**config.mk**
```make
export PLATFORM = sky130hd
export DESIGN_NAME = cu_cache
export DESIGN_NICKNAME = d
export VERILOG_FILES = /design/src/cache_issue_pkg.sv /design/src/cache_req_pkg.sv /design/src/cache_fifo.sv /design/src/cache_io_regs.sv /design/src/cache_issue_ctrl.sv /design/src/cu_cache.sv
export VERILOG_INCLUDE_DIRS = /design/src /design/src/src
export SDC_FILE = /design/constraint.sdc
export NUM_CORES = 2
export LEC_CHECK = 0
export BUFFER_PORTS_ARGS = -buffer_cell sky130_fd_sc_hd__buf_2
export CORE_UTILIZATION = 56
export CTS_CLUSTER_DIAMETER = 120
export DETAILED_ROUTE_END_ITERATION = 8
export HOLD_SLACK_MARGIN = 0.02
export PLACE_DENSITY = 0.76
export SYNTH_ARGS = -nofsm -noshare
export SYNTH_HDL_FRONTEND = slang
export SYNTH_SLANG_ARGS = --single-unit
```
**constraint.sdc**
```tcl
create_clock -name ap_clk -period 7.3 [get_ports ap_clk]
set_clock_uncertainty 0.2 [all_clocks]
set_input_delay 0.365 -clock ap_clk [delete_from_list [all_inputs] [get_ports ap_clk]]
set_output_delay 0.365 -clock ap_clk [all_outputs]
set_load 0.03 [all_outputs]
```
**src/cu_cache_macros.svh**
```systemverilog
// Widths assume a 32-bit word memory port; FIFO depth must be above the prog-full threshold
`ifndef CU_CACHE_MACROS_SVH
`define CU_CACHE_MACROS_SVH

// --------------------------------------------------
// Request and response field widths
// --------------------------------------------------
// Byte address, the memory port drops the low 2 bits
`define CACHE_ADDR_W 32

// One data word per access
`define CACHE_DATA_W 32

// One strobe bit per byte lane
`define CACHE_STRB_W 4

// Requester tag, returned untouched
`define CACHE_TAG_W 8

// --------------------------------------------------
// Queue sizing
// --------------------------------------------------
// Entries in each queue
`define CACHE_FIFO_DEPTH 16

// Prog-full level, also the issue stall level
// Must leave room for the one access in flight
`define CACHE_PROG_THRESH 12

`endif

```
**src/cache_issue_pkg.sv**
```systemverilog
// Issue FSM encoding only; one access in flight at a time, the states cycle in order
package cache_issue_pkg;

  // --------------------------------------------------
  // Issue controller states
  // --------------------------------------------------
  // IDLE  waits for a head to take
  // ADDR  holds the access until ready
  // WAIT  read only, waits for rvalid
  // PUSH  writes the response entry
  typedef enum logic [1:0] {
    ISSUE_IDLE = 2'd0,
    ISSUE_ADDR = 2'd1,
    ISSUE_WAIT = 2'd2,
    ISSUE_PUSH = 2'd3
  } issue_state_e;

endpackage : cache_issue_pkg

```
**src/cache_req_pkg.sv**
```systemverilog
// Request entry is 77 bits and response entry 41 bits; field widths come from the macros header
`include "cu_cache_macros.svh"

package cache_req_pkg;

  // --------------------------------------------------
  // Command encoding
  // --------------------------------------------------
  typedef enum logic {
    CMD_MEM_READ  = 1'b0,
    CMD_MEM_WRITE = 1'b1
  } cache_cmd_e;

  // Field words
  typedef logic [`CACHE_ADDR_W-1:0] cache_addr_t;
  typedef logic [`CACHE_DATA_W-1:0] cache_data_t;
  typedef logic [`CACHE_TAG_W-1:0]  cache_tag_t;

  // --------------------------------------------------
  // Queue entries
  // --------------------------------------------------
  // Request queue entry, cmd in the top bit
  typedef struct packed {
    cache_cmd_e               cmd;
    cache_addr_t              addr;
    cache_data_t              wdata;
    logic [`CACHE_STRB_W-1:0] wstrb;
    cache_tag_t               tag;
  } cache_req_t;

  // Response queue entry, rdata zero for writes
  typedef struct packed {
    cache_cmd_e  cmd;
    cache_tag_t  tag;
    cache_data_t rdata;
  } cache_resp_t;

endpackage : cache_req_pkg

```
**src/cache_fifo.sv**
```systemverilog
// Head is valid whenever empty_o is low; push while full and pop while empty are dropped
`include "cu_cache_macros.svh"

module cache_fifo #(
  parameter int DEPTH       = `CACHE_FIFO_DEPTH,
  parameter int PROG_THRESH = `CACHE_PROG_THRESH,
  parameter int WIDTH       = `CACHE_DATA_W
) (
  input  logic             ap_clk      ,
  input  logic             areset_m_axi,
  input  logic             wr_en_i     ,
  input  logic [WIDTH-1:0] din_i       ,
  input  logic             rd_en_i     ,
  output logic [WIDTH-1:0] dout_o      ,
  output logic             full_o      ,
  output logic             empty_o     ,
  output logic             prog_full_o
);

  // --------------------------------------------------
  // Storage and pointers
  // --------------------------------------------------
  localparam int PTR_W = (DEPTH > 1) ? $clog2(DEPTH) : 1;
  localparam int CNT_W = $clog2(DEPTH + 1);

  logic [WIDTH-1:0] mem [DEPTH];
  logic [PTR_W-1:0] wr_ptr;
  logic [PTR_W-1:0] rd_ptr;
  logic [CNT_W-1:0] count;
  logic             push;
  logic             pop;

  // Wrap at DEPTH, works for any depth
  function automatic logic [PTR_W-1:0] ptr_inc(input logic [PTR_W-1:0] ptr);
    return (ptr == PTR_W'(DEPTH - 1)) ? '0 : ptr + 1'b1;
  endfunction

  // Qualified strobes
  assign push = wr_en_i & ~full_o;
  assign pop  = rd_en_i & ~empty_o;

  // --------------------------------------------------
  // Pointer and occupancy update
  // --------------------------------------------------
  always_ff @(posedge ap_clk) begin
    if (areset_m_axi) begin
      wr_ptr <= '0;
      rd_ptr <= '0;
      count  <= '0;
    end
    else begin
      if (push) begin
        wr_ptr <= ptr_inc(wr_ptr);
      end
      if (pop) begin
        rd_ptr <= ptr_inc(rd_ptr);
      end
      // Simultaneous push and pop leave the count
      case ({push, pop})
        2'b10:   count <= count + 1'b1;
        2'b01:   count <= count - 1'b1;
        default: count <= count;
      endcase
    end
  end

  // Payload write, no reset on the array
  always_ff @(posedge ap_clk) begin
    if (push) begin
      mem[wr_ptr] <= din_i;
    end
  end

  // --------------------------------------------------
  // First-word-fall-through head and flags
  // --------------------------------------------------
  // Head shows the cycle after its push
  assign dout_o      = mem[rd_ptr];
  assign empty_o     = (count == '0);
  assign full_o      = (count == CNT_W'(DEPTH));
  assign prog_full_o = (count >= CNT_W'(PROG_THRESH));

endmodule : cache_fifo

```
**src/cache_io_regs.sv**
```systemverilog
// One cycle in and one out; requester must honour req_full_o, done needs every stage empty
`include "cu_cache_macros.svh"

module cache_io_regs (
  input  logic                        ap_clk           ,
  input  logic                        areset_m_axi     ,
  input  logic                        req_valid_i      ,
  input  cache_req_pkg::cache_cmd_e   req_cmd_i        ,
  input  cache_req_pkg::cache_addr_t  req_addr_i       ,
  input  cache_req_pkg::cache_data_t  req_wdata_i      ,
  input  logic [`CACHE_STRB_W-1:0]    req_wstrb_i      ,
  input  cache_req_pkg::cache_tag_t   req_tag_i        ,
  output logic                        req_fifo_wr_o    ,
  output cache_req_pkg::cache_req_t   req_fifo_din_o   ,
  input  logic                        req_fifo_empty_i ,
  input  logic                        resp_fifo_empty_i,
  input  cache_req_pkg::cache_resp_t  resp_fifo_dout_i ,
  output logic                        resp_fifo_rd_o   ,
  input  logic                        issue_idle_i     ,
  input  logic                        resp_pop_i       ,
  output logic                        resp_valid_o     ,
  output cache_req_pkg::cache_cmd_e   resp_cmd_o       ,
  output cache_req_pkg::cache_tag_t   resp_tag_o       ,
  output cache_req_pkg::cache_data_t  resp_rdata_o     ,
  output logic                        done_o
);

  import cache_req_pkg::*;

  logic       resp_load;
  logic       idle_now;
  logic       idle_q;

  // --------------------------------------------------
  // Request input register
  // --------------------------------------------------
  always_ff @(posedge ap_clk) begin
    if (areset_m_axi) begin
      req_fifo_wr_o <= 1'b0;
    end
    else begin
      req_fifo_wr_o <= req_valid_i;
    end
  end

  // Fields packed straight into the queue entry
  always_ff @(posedge ap_clk) begin
    req_fifo_din_o <= '{cmd: req_cmd_i, addr: req_addr_i, wdata: req_wdata_i,
                        wstrb: req_wstrb_i, tag: req_tag_i};
  end

  // --------------------------------------------------
  // Response output register
  // --------------------------------------------------
  // Refill when empty or being consumed this cycle
  assign resp_load      = ~resp_valid_o | resp_pop_i;
  assign resp_fifo_rd_o = resp_load & ~resp_fifo_empty_i;

  always_ff @(posedge ap_clk) begin
    if (areset_m_axi) begin
      resp_valid_o <= 1'b0;
    end
    else if (resp_load) begin
      resp_valid_o <= ~resp_fifo_empty_i;
    end
  end

  always_ff @(posedge ap_clk) begin
    if (resp_load) begin
      resp_cmd_o   <= resp_fifo_dout_i.cmd;
      resp_tag_o   <= resp_fifo_dout_i.tag;
      resp_rdata_o <= resp_fifo_dout_i.rdata;
    end
  end

  // --------------------------------------------------
  // Done detector
  // --------------------------------------------------
  // Queues empty, controller idle
  // Input and output stages also count as work
  assign idle_now = req_fifo_empty_i & resp_fifo_empty_i & issue_idle_i &
                    ~req_fifo_wr_o & ~resp_valid_o;

  // Two register stages
  always_ff @(posedge ap_clk) begin
    if (areset_m_axi) begin
      idle_q <= 1'b0;
      done_o <= 1'b0;
    end
    else begin
      idle_q <= idle_now;
      done_o <= idle_q;
    end
  end

endmodule : cache_io_regs

```
**src/cache_issue_ctrl.sv**
```systemverilog
// Single outstanding access; fields held with avalid until ready, reads complete on rvalid
`include "cu_cache_macros.svh"

module cache_issue_ctrl (
  input  logic                                ap_clk          ,
  input  logic                                areset_m_axi    ,
  input  cache_req_pkg::cache_req_t           head_i          ,
  input  logic                                head_empty_i    ,
  output logic                                head_pop_o      ,
  input  logic                                issue_en_i      ,
  input  logic                                resp_prog_full_i,
  output logic                                resp_push_o     ,
  output cache_req_pkg::cache_resp_t          resp_din_o      ,
  output logic                                mem_avalid_o    ,
  output logic [`CACHE_ADDR_W-3:0]            mem_addr_o      ,
  output cache_req_pkg::cache_data_t          mem_wdata_o     ,
  output logic [`CACHE_STRB_W-1:0]            mem_wstrb_o     ,
  input  logic                                mem_ready_i     ,
  input  logic                                mem_rvalid_i    ,
  input  cache_req_pkg::cache_data_t          mem_rdata_i     ,
  output logic                                idle_o
);

  import cache_req_pkg::*;
  import cache_issue_pkg::*;

  // --------------------------------------------------
  // State and held request
  // --------------------------------------------------
  issue_state_e state;
  issue_state_e next_state;
  cache_req_t   req_q;
  cache_data_t  rdata_q;
  logic         start;
  logic         is_write;

  // Take the head only with room for its response
  assign start    = (state == ISSUE_IDLE) & ~head_empty_i & issue_en_i & ~resp_prog_full_i;
  assign is_write = (req_q.cmd == CMD_MEM_WRITE);

  always_comb begin
    next_state = state;
    case (state)
      ISSUE_IDLE: begin
        if (start) begin
          next_state = ISSUE_ADDR;
        end
      end
      ISSUE_ADDR: begin
        // Write completes on the ready cycle
        if (mem_ready_i) begin
          next_state = is_write ? ISSUE_PUSH : ISSUE_WAIT;
        end
      end
      ISSUE_WAIT: begin
        if (mem_rvalid_i) begin
          next_state = ISSUE_PUSH;
        end
      end
      default: begin
        next_state = ISSUE_IDLE;
      end
    endcase
  end

  always_ff @(posedge ap_clk) begin
    if (areset_m_axi) begin
      state <= ISSUE_IDLE;
    end
    else begin
      state <= next_state;
    end
  end

  // --------------------------------------------------
  // Payload capture
  // --------------------------------------------------
  always_ff @(posedge ap_clk) begin
    if (start) begin
      req_q <= head_i;
    end
    // Writes answer with zero data
    if ((state == ISSUE_ADDR) && mem_ready_i && is_write) begin
      rdata_q <= '0;
    end
    else if ((state == ISSUE_WAIT) && mem_rvalid_i) begin
      rdata_q <= mem_rdata_i;
    end
  end

  // --------------------------------------------------
  // Memory port and queue strobes
  // --------------------------------------------------
  assign head_pop_o   = start;
  assign mem_avalid_o = (state == ISSUE_ADDR);
  // Word address from the byte address
  assign mem_addr_o   = req_q.addr[`CACHE_ADDR_W-1:2];
  assign mem_wdata_o  = req_q.wdata;
  // No byte enables on a read
  assign mem_wstrb_o  = is_write ? req_q.wstrb : '0;

  assign resp_push_o = (state == ISSUE_PUSH);
  assign resp_din_o  = '{cmd: req_q.cmd, tag: req_q.tag, rdata: rdata_q};
  assign idle_o      = (state == ISSUE_IDLE);

endmodule : cache_issue_ctrl

```
**src/cu_cache.sv**
```systemverilog
// Memory port is a bare word port with one access in flight; responses leave in request order
`include "cu_cache_macros.svh"

module cu_cache (
  input  logic                        ap_clk         ,
  input  logic                        areset_m_axi   ,
  input  logic                        req_valid_i    ,
  input  cache_req_pkg::cache_cmd_e   req_cmd_i      ,
  input  cache_req_pkg::cache_addr_t  req_addr_i     ,
  input  cache_req_pkg::cache_data_t  req_wdata_i    ,
  input  logic [`CACHE_STRB_W-1:0]    req_wstrb_i    ,
  input  cache_req_pkg::cache_tag_t   req_tag_i      ,
  input  logic                        req_issue_en_i ,
  input  logic                        resp_pop_i     ,
  output logic                        req_full_o     ,
  output logic                        req_prog_full_o,
  output logic                        resp_valid_o   ,
  output cache_req_pkg::cache_cmd_e   resp_cmd_o     ,
  output cache_req_pkg::cache_tag_t   resp_tag_o     ,
  output cache_req_pkg::cache_data_t  resp_rdata_o   ,
  output logic                        mem_avalid_o   ,
  output logic [`CACHE_ADDR_W-3:0]    mem_addr_o     ,
  output cache_req_pkg::cache_data_t  mem_wdata_o    ,
  output logic [`CACHE_STRB_W-1:0]    mem_wstrb_o    ,
  input  logic                        mem_ready_i    ,
  input  logic                        mem_rvalid_i   ,
  input  cache_req_pkg::cache_data_t  mem_rdata_i    ,
  output logic                        done_o
);

  import cache_req_pkg::*;

  // --------------------------------------------------
  // Request path wires
  // --------------------------------------------------
  logic        req_fifo_wr;
  cache_req_t  req_fifo_din;
  cache_req_t  req_fifo_dout;
  logic        req_fifo_rd;
  logic        req_fifo_empty;

  // Response path wires
  logic        resp_fifo_wr;
  cache_resp_t resp_fifo_din;
  cache_resp_t resp_fifo_dout;
  logic        resp_fifo_rd;
  logic        resp_fifo_empty;
  logic        resp_fifo_prog_full;
  logic        issue_idle;

  // --------------------------------------------------
  // Register stage and done detector
  // --------------------------------------------------
  cache_io_regs u_io_regs (
    .ap_clk           (ap_clk         ),
    .areset_m_axi     (areset_m_axi   ),
    .req_valid_i      (req_valid_i    ),
    .req_cmd_i        (req_cmd_i      ),
    .req_addr_i       (req_addr_i     ),
    .req_wdata_i      (req_wdata_i    ),
    .req_wstrb_i      (req_wstrb_i    ),
    .req_tag_i        (req_tag_i      ),
    .req_fifo_wr_o    (req_fifo_wr    ),
    .req_fifo_din_o   (req_fifo_din   ),
    .req_fifo_empty_i (req_fifo_empty ),
    .resp_fifo_empty_i(resp_fifo_empty),
    .resp_fifo_dout_i (resp_fifo_dout ),
    .resp_fifo_rd_o   (resp_fifo_rd   ),
    .issue_idle_i     (issue_idle     ),
    .resp_pop_i       (resp_pop_i     ),
    .resp_valid_o     (resp_valid_o   ),
    .resp_cmd_o       (resp_cmd_o     ),
    .resp_tag_o       (resp_tag_o     ),
    .resp_rdata_o     (resp_rdata_o   ),
    .done_o           (done_o         )
  );

  // --------------------------------------------------
  // Request queue
  // --------------------------------------------------
  cache_fifo #(
    .DEPTH      (`CACHE_FIFO_DEPTH  ),
    .PROG_THRESH(`CACHE_PROG_THRESH ),
    .WIDTH      ($bits(cache_req_t) )
  ) req_fifo (
    .ap_clk      (ap_clk         ),
    .areset_m_axi(areset_m_axi   ),
    .wr_en_i     (req_fifo_wr    ),
    .din_i       (req_fifo_din   ),
    .rd_en_i     (req_fifo_rd    ),
    .dout_o      (req_fifo_dout  ),
    .full_o      (req_full_o     ),
    .empty_o     (req_fifo_empty ),
    .prog_full_o (req_prog_full_o)
  );

  // --------------------------------------------------
  // Issue controller
  // --------------------------------------------------
  cache_issue_ctrl u_issue_ctrl (
    .ap_clk          (ap_clk             ),
    .areset_m_axi    (areset_m_axi       ),
    .head_i          (req_fifo_dout      ),
    .head_empty_i    (req_fifo_empty     ),
    .head_pop_o      (req_fifo_rd        ),
    .issue_en_i      (req_issue_en_i     ),
    .resp_prog_full_i(resp_fifo_prog_full),
    .resp_push_o     (resp_fifo_wr       ),
    .resp_din_o      (resp_fifo_din      ),
    .mem_avalid_o    (mem_avalid_o       ),
    .mem_addr_o      (mem_addr_o         ),
    .mem_wdata_o     (mem_wdata_o        ),
    .mem_wstrb_o     (mem_wstrb_o        ),
    .mem_ready_i     (mem_ready_i        ),
    .mem_rvalid_i    (mem_rvalid_i       ),
    .mem_rdata_i     (mem_rdata_i        ),
    .idle_o          (issue_idle         )
  );

  // --------------------------------------------------
  // Response queue
  // --------------------------------------------------
  // Full never reached, issue stalls at prog-full
  cache_fifo #(
    .DEPTH      (`CACHE_FIFO_DEPTH  ),
    .PROG_THRESH(`CACHE_PROG_THRESH ),
    .WIDTH      ($bits(cache_resp_t))
  ) resp_fifo (
    .ap_clk      (ap_clk             ),
    .areset_m_axi(areset_m_axi       ),
    .wr_en_i     (resp_fifo_wr       ),
    .din_i       (resp_fifo_din      ),
    .rd_en_i     (resp_fifo_rd       ),
    .dout_o      (resp_fifo_dout     ),
    .full_o      (                   ),
    .empty_o     (resp_fifo_empty    ),
    .prog_full_o (resp_fifo_prog_full)
  );

endmodule : cu_cache

```
==> reports/results.ini <==
[status]
status=completed

[layout]
areaGrowthSynthToFinish_pct=15.2
finalInstanceArea_um2=90100
fin_nets=4092
layout_commonest_cell=edfxtp_1
drive_gt1_share_pct=27.4
mostFrequentLayoutCells=edfxtp_1 (1972), mux4_2 (464), buf_2 (225), dlygate4sd3_1 (203), clkbuf_16 (200)

[yosys]
synth-edff-count=1972
synth-simple-area-share_pct=1.08
async_flop_share_pct=0
synth_compound_area_share_pct=2.33
ys.warnings.count=0
synth_top_family_by_area=multiplexers
avgSynthCellArea_um2=22.4
synth_xor_area_share_pct=0.0896
synth_fp_nets=3635
synth_cell_types=62
muxShareOfSynthArea_pct=15.0
synth-seq-area-share_pct=79.3
syn_inst=3495
ys_ff_latch=2111
synth-main-ff-cell=edfxtp_1
syn_area_um2=78200
yosys.area_share.adder_pct=0.394

[routing]
dr.max_layer_used=met5
dr_total_vias=37600
ant_nets=0
wirelength_mm=174
wire_per_inst_um=29.1
drc=0
dr.pass1.iters=5
met2WireLength_mm=88.5
wl_met3_mm=15.4
met1_length_mm=65.7
drtIter0Drc=4646
vias_per_cell=6.27

[critical_path]
worstSetupEndpointType=flip-flop
crit_required_ns=7.55
worst_path_largest_cell_delay_ns=0.96
cp.arrival_ns=4.09
timing.critical_path.buf_inv=1
path_max_fanout=27
crit_chain=nor4_1, a21boi_1, nand2_1, nor2_4, buf_4
startpoint_type=flip-flop
critical_path_class=reg -> reg
slowest_stage=nor2_4
crit_family=simple AND/OR/NAND/NOR gates

[timing]
setup_viol=0
rsz0062_at_grt=false
finalSetupTns_ns=0
fin_crit_sh_pct=52.6
fmax_mhz=260
slew_viol_final=0
tightest_slew_ns=1.13
final_hold_viol_count=0
holdWs_ns=0.0815
slew_headroom_pct=24.4
period_minus_slack_ns=3.84

[power_and_ir_drop]
leakage_nw=28.4
ir_worst_vdd_mv=0.372
power_density_nw_per_um2=343

[clock_network]
cts_sinks=2111
clk_pin_slew_ns=0.06
cts_setup_buffers=0
cts_resized=0
clockBufferDepth=3
root_buffer=clkbuf_16
tritoncts=done
htreeDepth=4
cts_inserted_buffers=198
clock_latency_ns=0.84

[floorplan]
ioPinCount=228
fp.dieArea_um2=141000
core_um2=138000
fp.dieH_um=376
start_util_pct=56.7
fp.dieW_um=376
rows=136

[hold_path]
worstHoldPathType=in -> reg

[place]
gp_routability_congestion=0.757
place_area_um2=81200
portBuffers=225
hpwlAfterDp_mm=80.0

[global_routing]
track_usage_pct=24.9
grt-ovfl-total=0
grt_max_degree=129
grt_pass1_wl_mm=254
first_global_vias=38900
antenna_found_initial=11

[run]
maxCapViolCount=0

==> registers in the layout, indices dropped and copies added (netlist names), 4 cells and up <==
register and flops:
u_issue_ctrl.mem_addr_o 30, req_fifo.mem 1200, resp_fifo.count 5, u_issue_ctrl.mem_wdata_o 32, u_io_regs.req_fifo_din_o 75, resp_fifo.wr_ptr 4, u_issue_ctrl.resp_din_o 8, resp_fifo.mem 656
u_issue_ctrl.rdata_q 32, u_io_regs.resp_rdata_o 32, req_fifo.count 5, u_io_regs.resp_tag_o 8, req_fifo.wr_ptr 4, resp_fifo.rd_ptr 4, req_fifo.rd_ptr 4, u_issue_ctrl.req_q 4
==> path summary, 6_finish.rpt <==
kind / start / to / slack, ns / depth (start not counted)
worst min register to register: u_io_regs.idle_q / u_io_regs.done_o / 0.29 / 1
worst max-delay path: req_fifo.count[1] / req_fifo.mem[10][72] / 3.46 / 5
worst max register to register: req_fifo.count[1] / req_fifo.mem[10][72] / 3.46 / 5
worst min-delay path: req_tag_i[2] / u_io_regs.req_fifo_din_o[2] / 0.08 / 2
==> routing by layer <==
metal	vias up	global-route usage, %
met1	19700	33.4
li1	15400	-
met3	337	4.45
met5	-	0
met4	4	8.11
met2	2089	41.6
==> area by class of cell <==
class	instances	area (µm²)
diodes	3	7.51
clock buffers	259	5410
clock inverters	114	1410
fillers	8516	47900
inverters	17	63.8
multi-input cells	1119	15000
flip-flops and latches	2111	62000
well taps	1863	2330
repair buffers	505	3800
==> power breakdown <==
group          switching, mW  leakage [nW]  internal, mW
sequential             0.824          19.1          14.3
combinational           2.73          6.00          2.36
clock                   4.51          3.33          6.12
total                   8.06          28.4          22.8
==> repair_timing <==
item,CTS,global route
endpoints found under the hold margin,135,0
endpoints found under the setup margin,0,0
hold buffers,203,0
==> metrics by stage <==
step	cells	setup slack (ns)	util, %	total power, mW
2_1_floorplan	3495	0.234	-	19.1
3_3_place_gp	5412	3.54	58.8	20.2
3_5_place_dp	5412	3.46	58.8	20.3
4_1_cts	5988	3.46	65.3	31.0
5_1_grt	5989	3.29	65.3	31.9
6_report	5991	3.46	65.3	30.9
==> kinds of logic (layout without fill, tap and decap cells) <==
kind of cell / Yosys count / count (layout)
flops: 2111 / 2111
mux: 592 / 592
compound gates: 310 / 310
buf+inv: 265 / 895
simple gates: 185 / 185
fa+ha+maj: 24 / 24
xor+xnor: 8 / 8
other cells: 0 / 3
==> synthesized netlist by cell type (4+ instances only) <==
library cell  number  area (µm²)
nand2_1           86         323
and2_1             5        31.3
a21oi_1          158         791
inv_1             17        63.8
nor4_1             4        25.0
o22ai_1          116         726
mux4_2           464       10500
nor3_1            10        50.1
a31oi_1            4        25.0
buf_2             55         275
o211ai_1           4        30.0
mux2i_1          127        1270
nand2b_1           9        56.3
nor2_1            46         173
nand3_1            4        20.0
buf_4             88         661
ha_1              23         288
edfxtp_1        1972       59200
xor2_1             6        52.6
buf_1             21        78.8
clkbuf_1          81         304
dfxtp_1          139        2780
No activity file was read; power rests on OpenSTA's default activity.
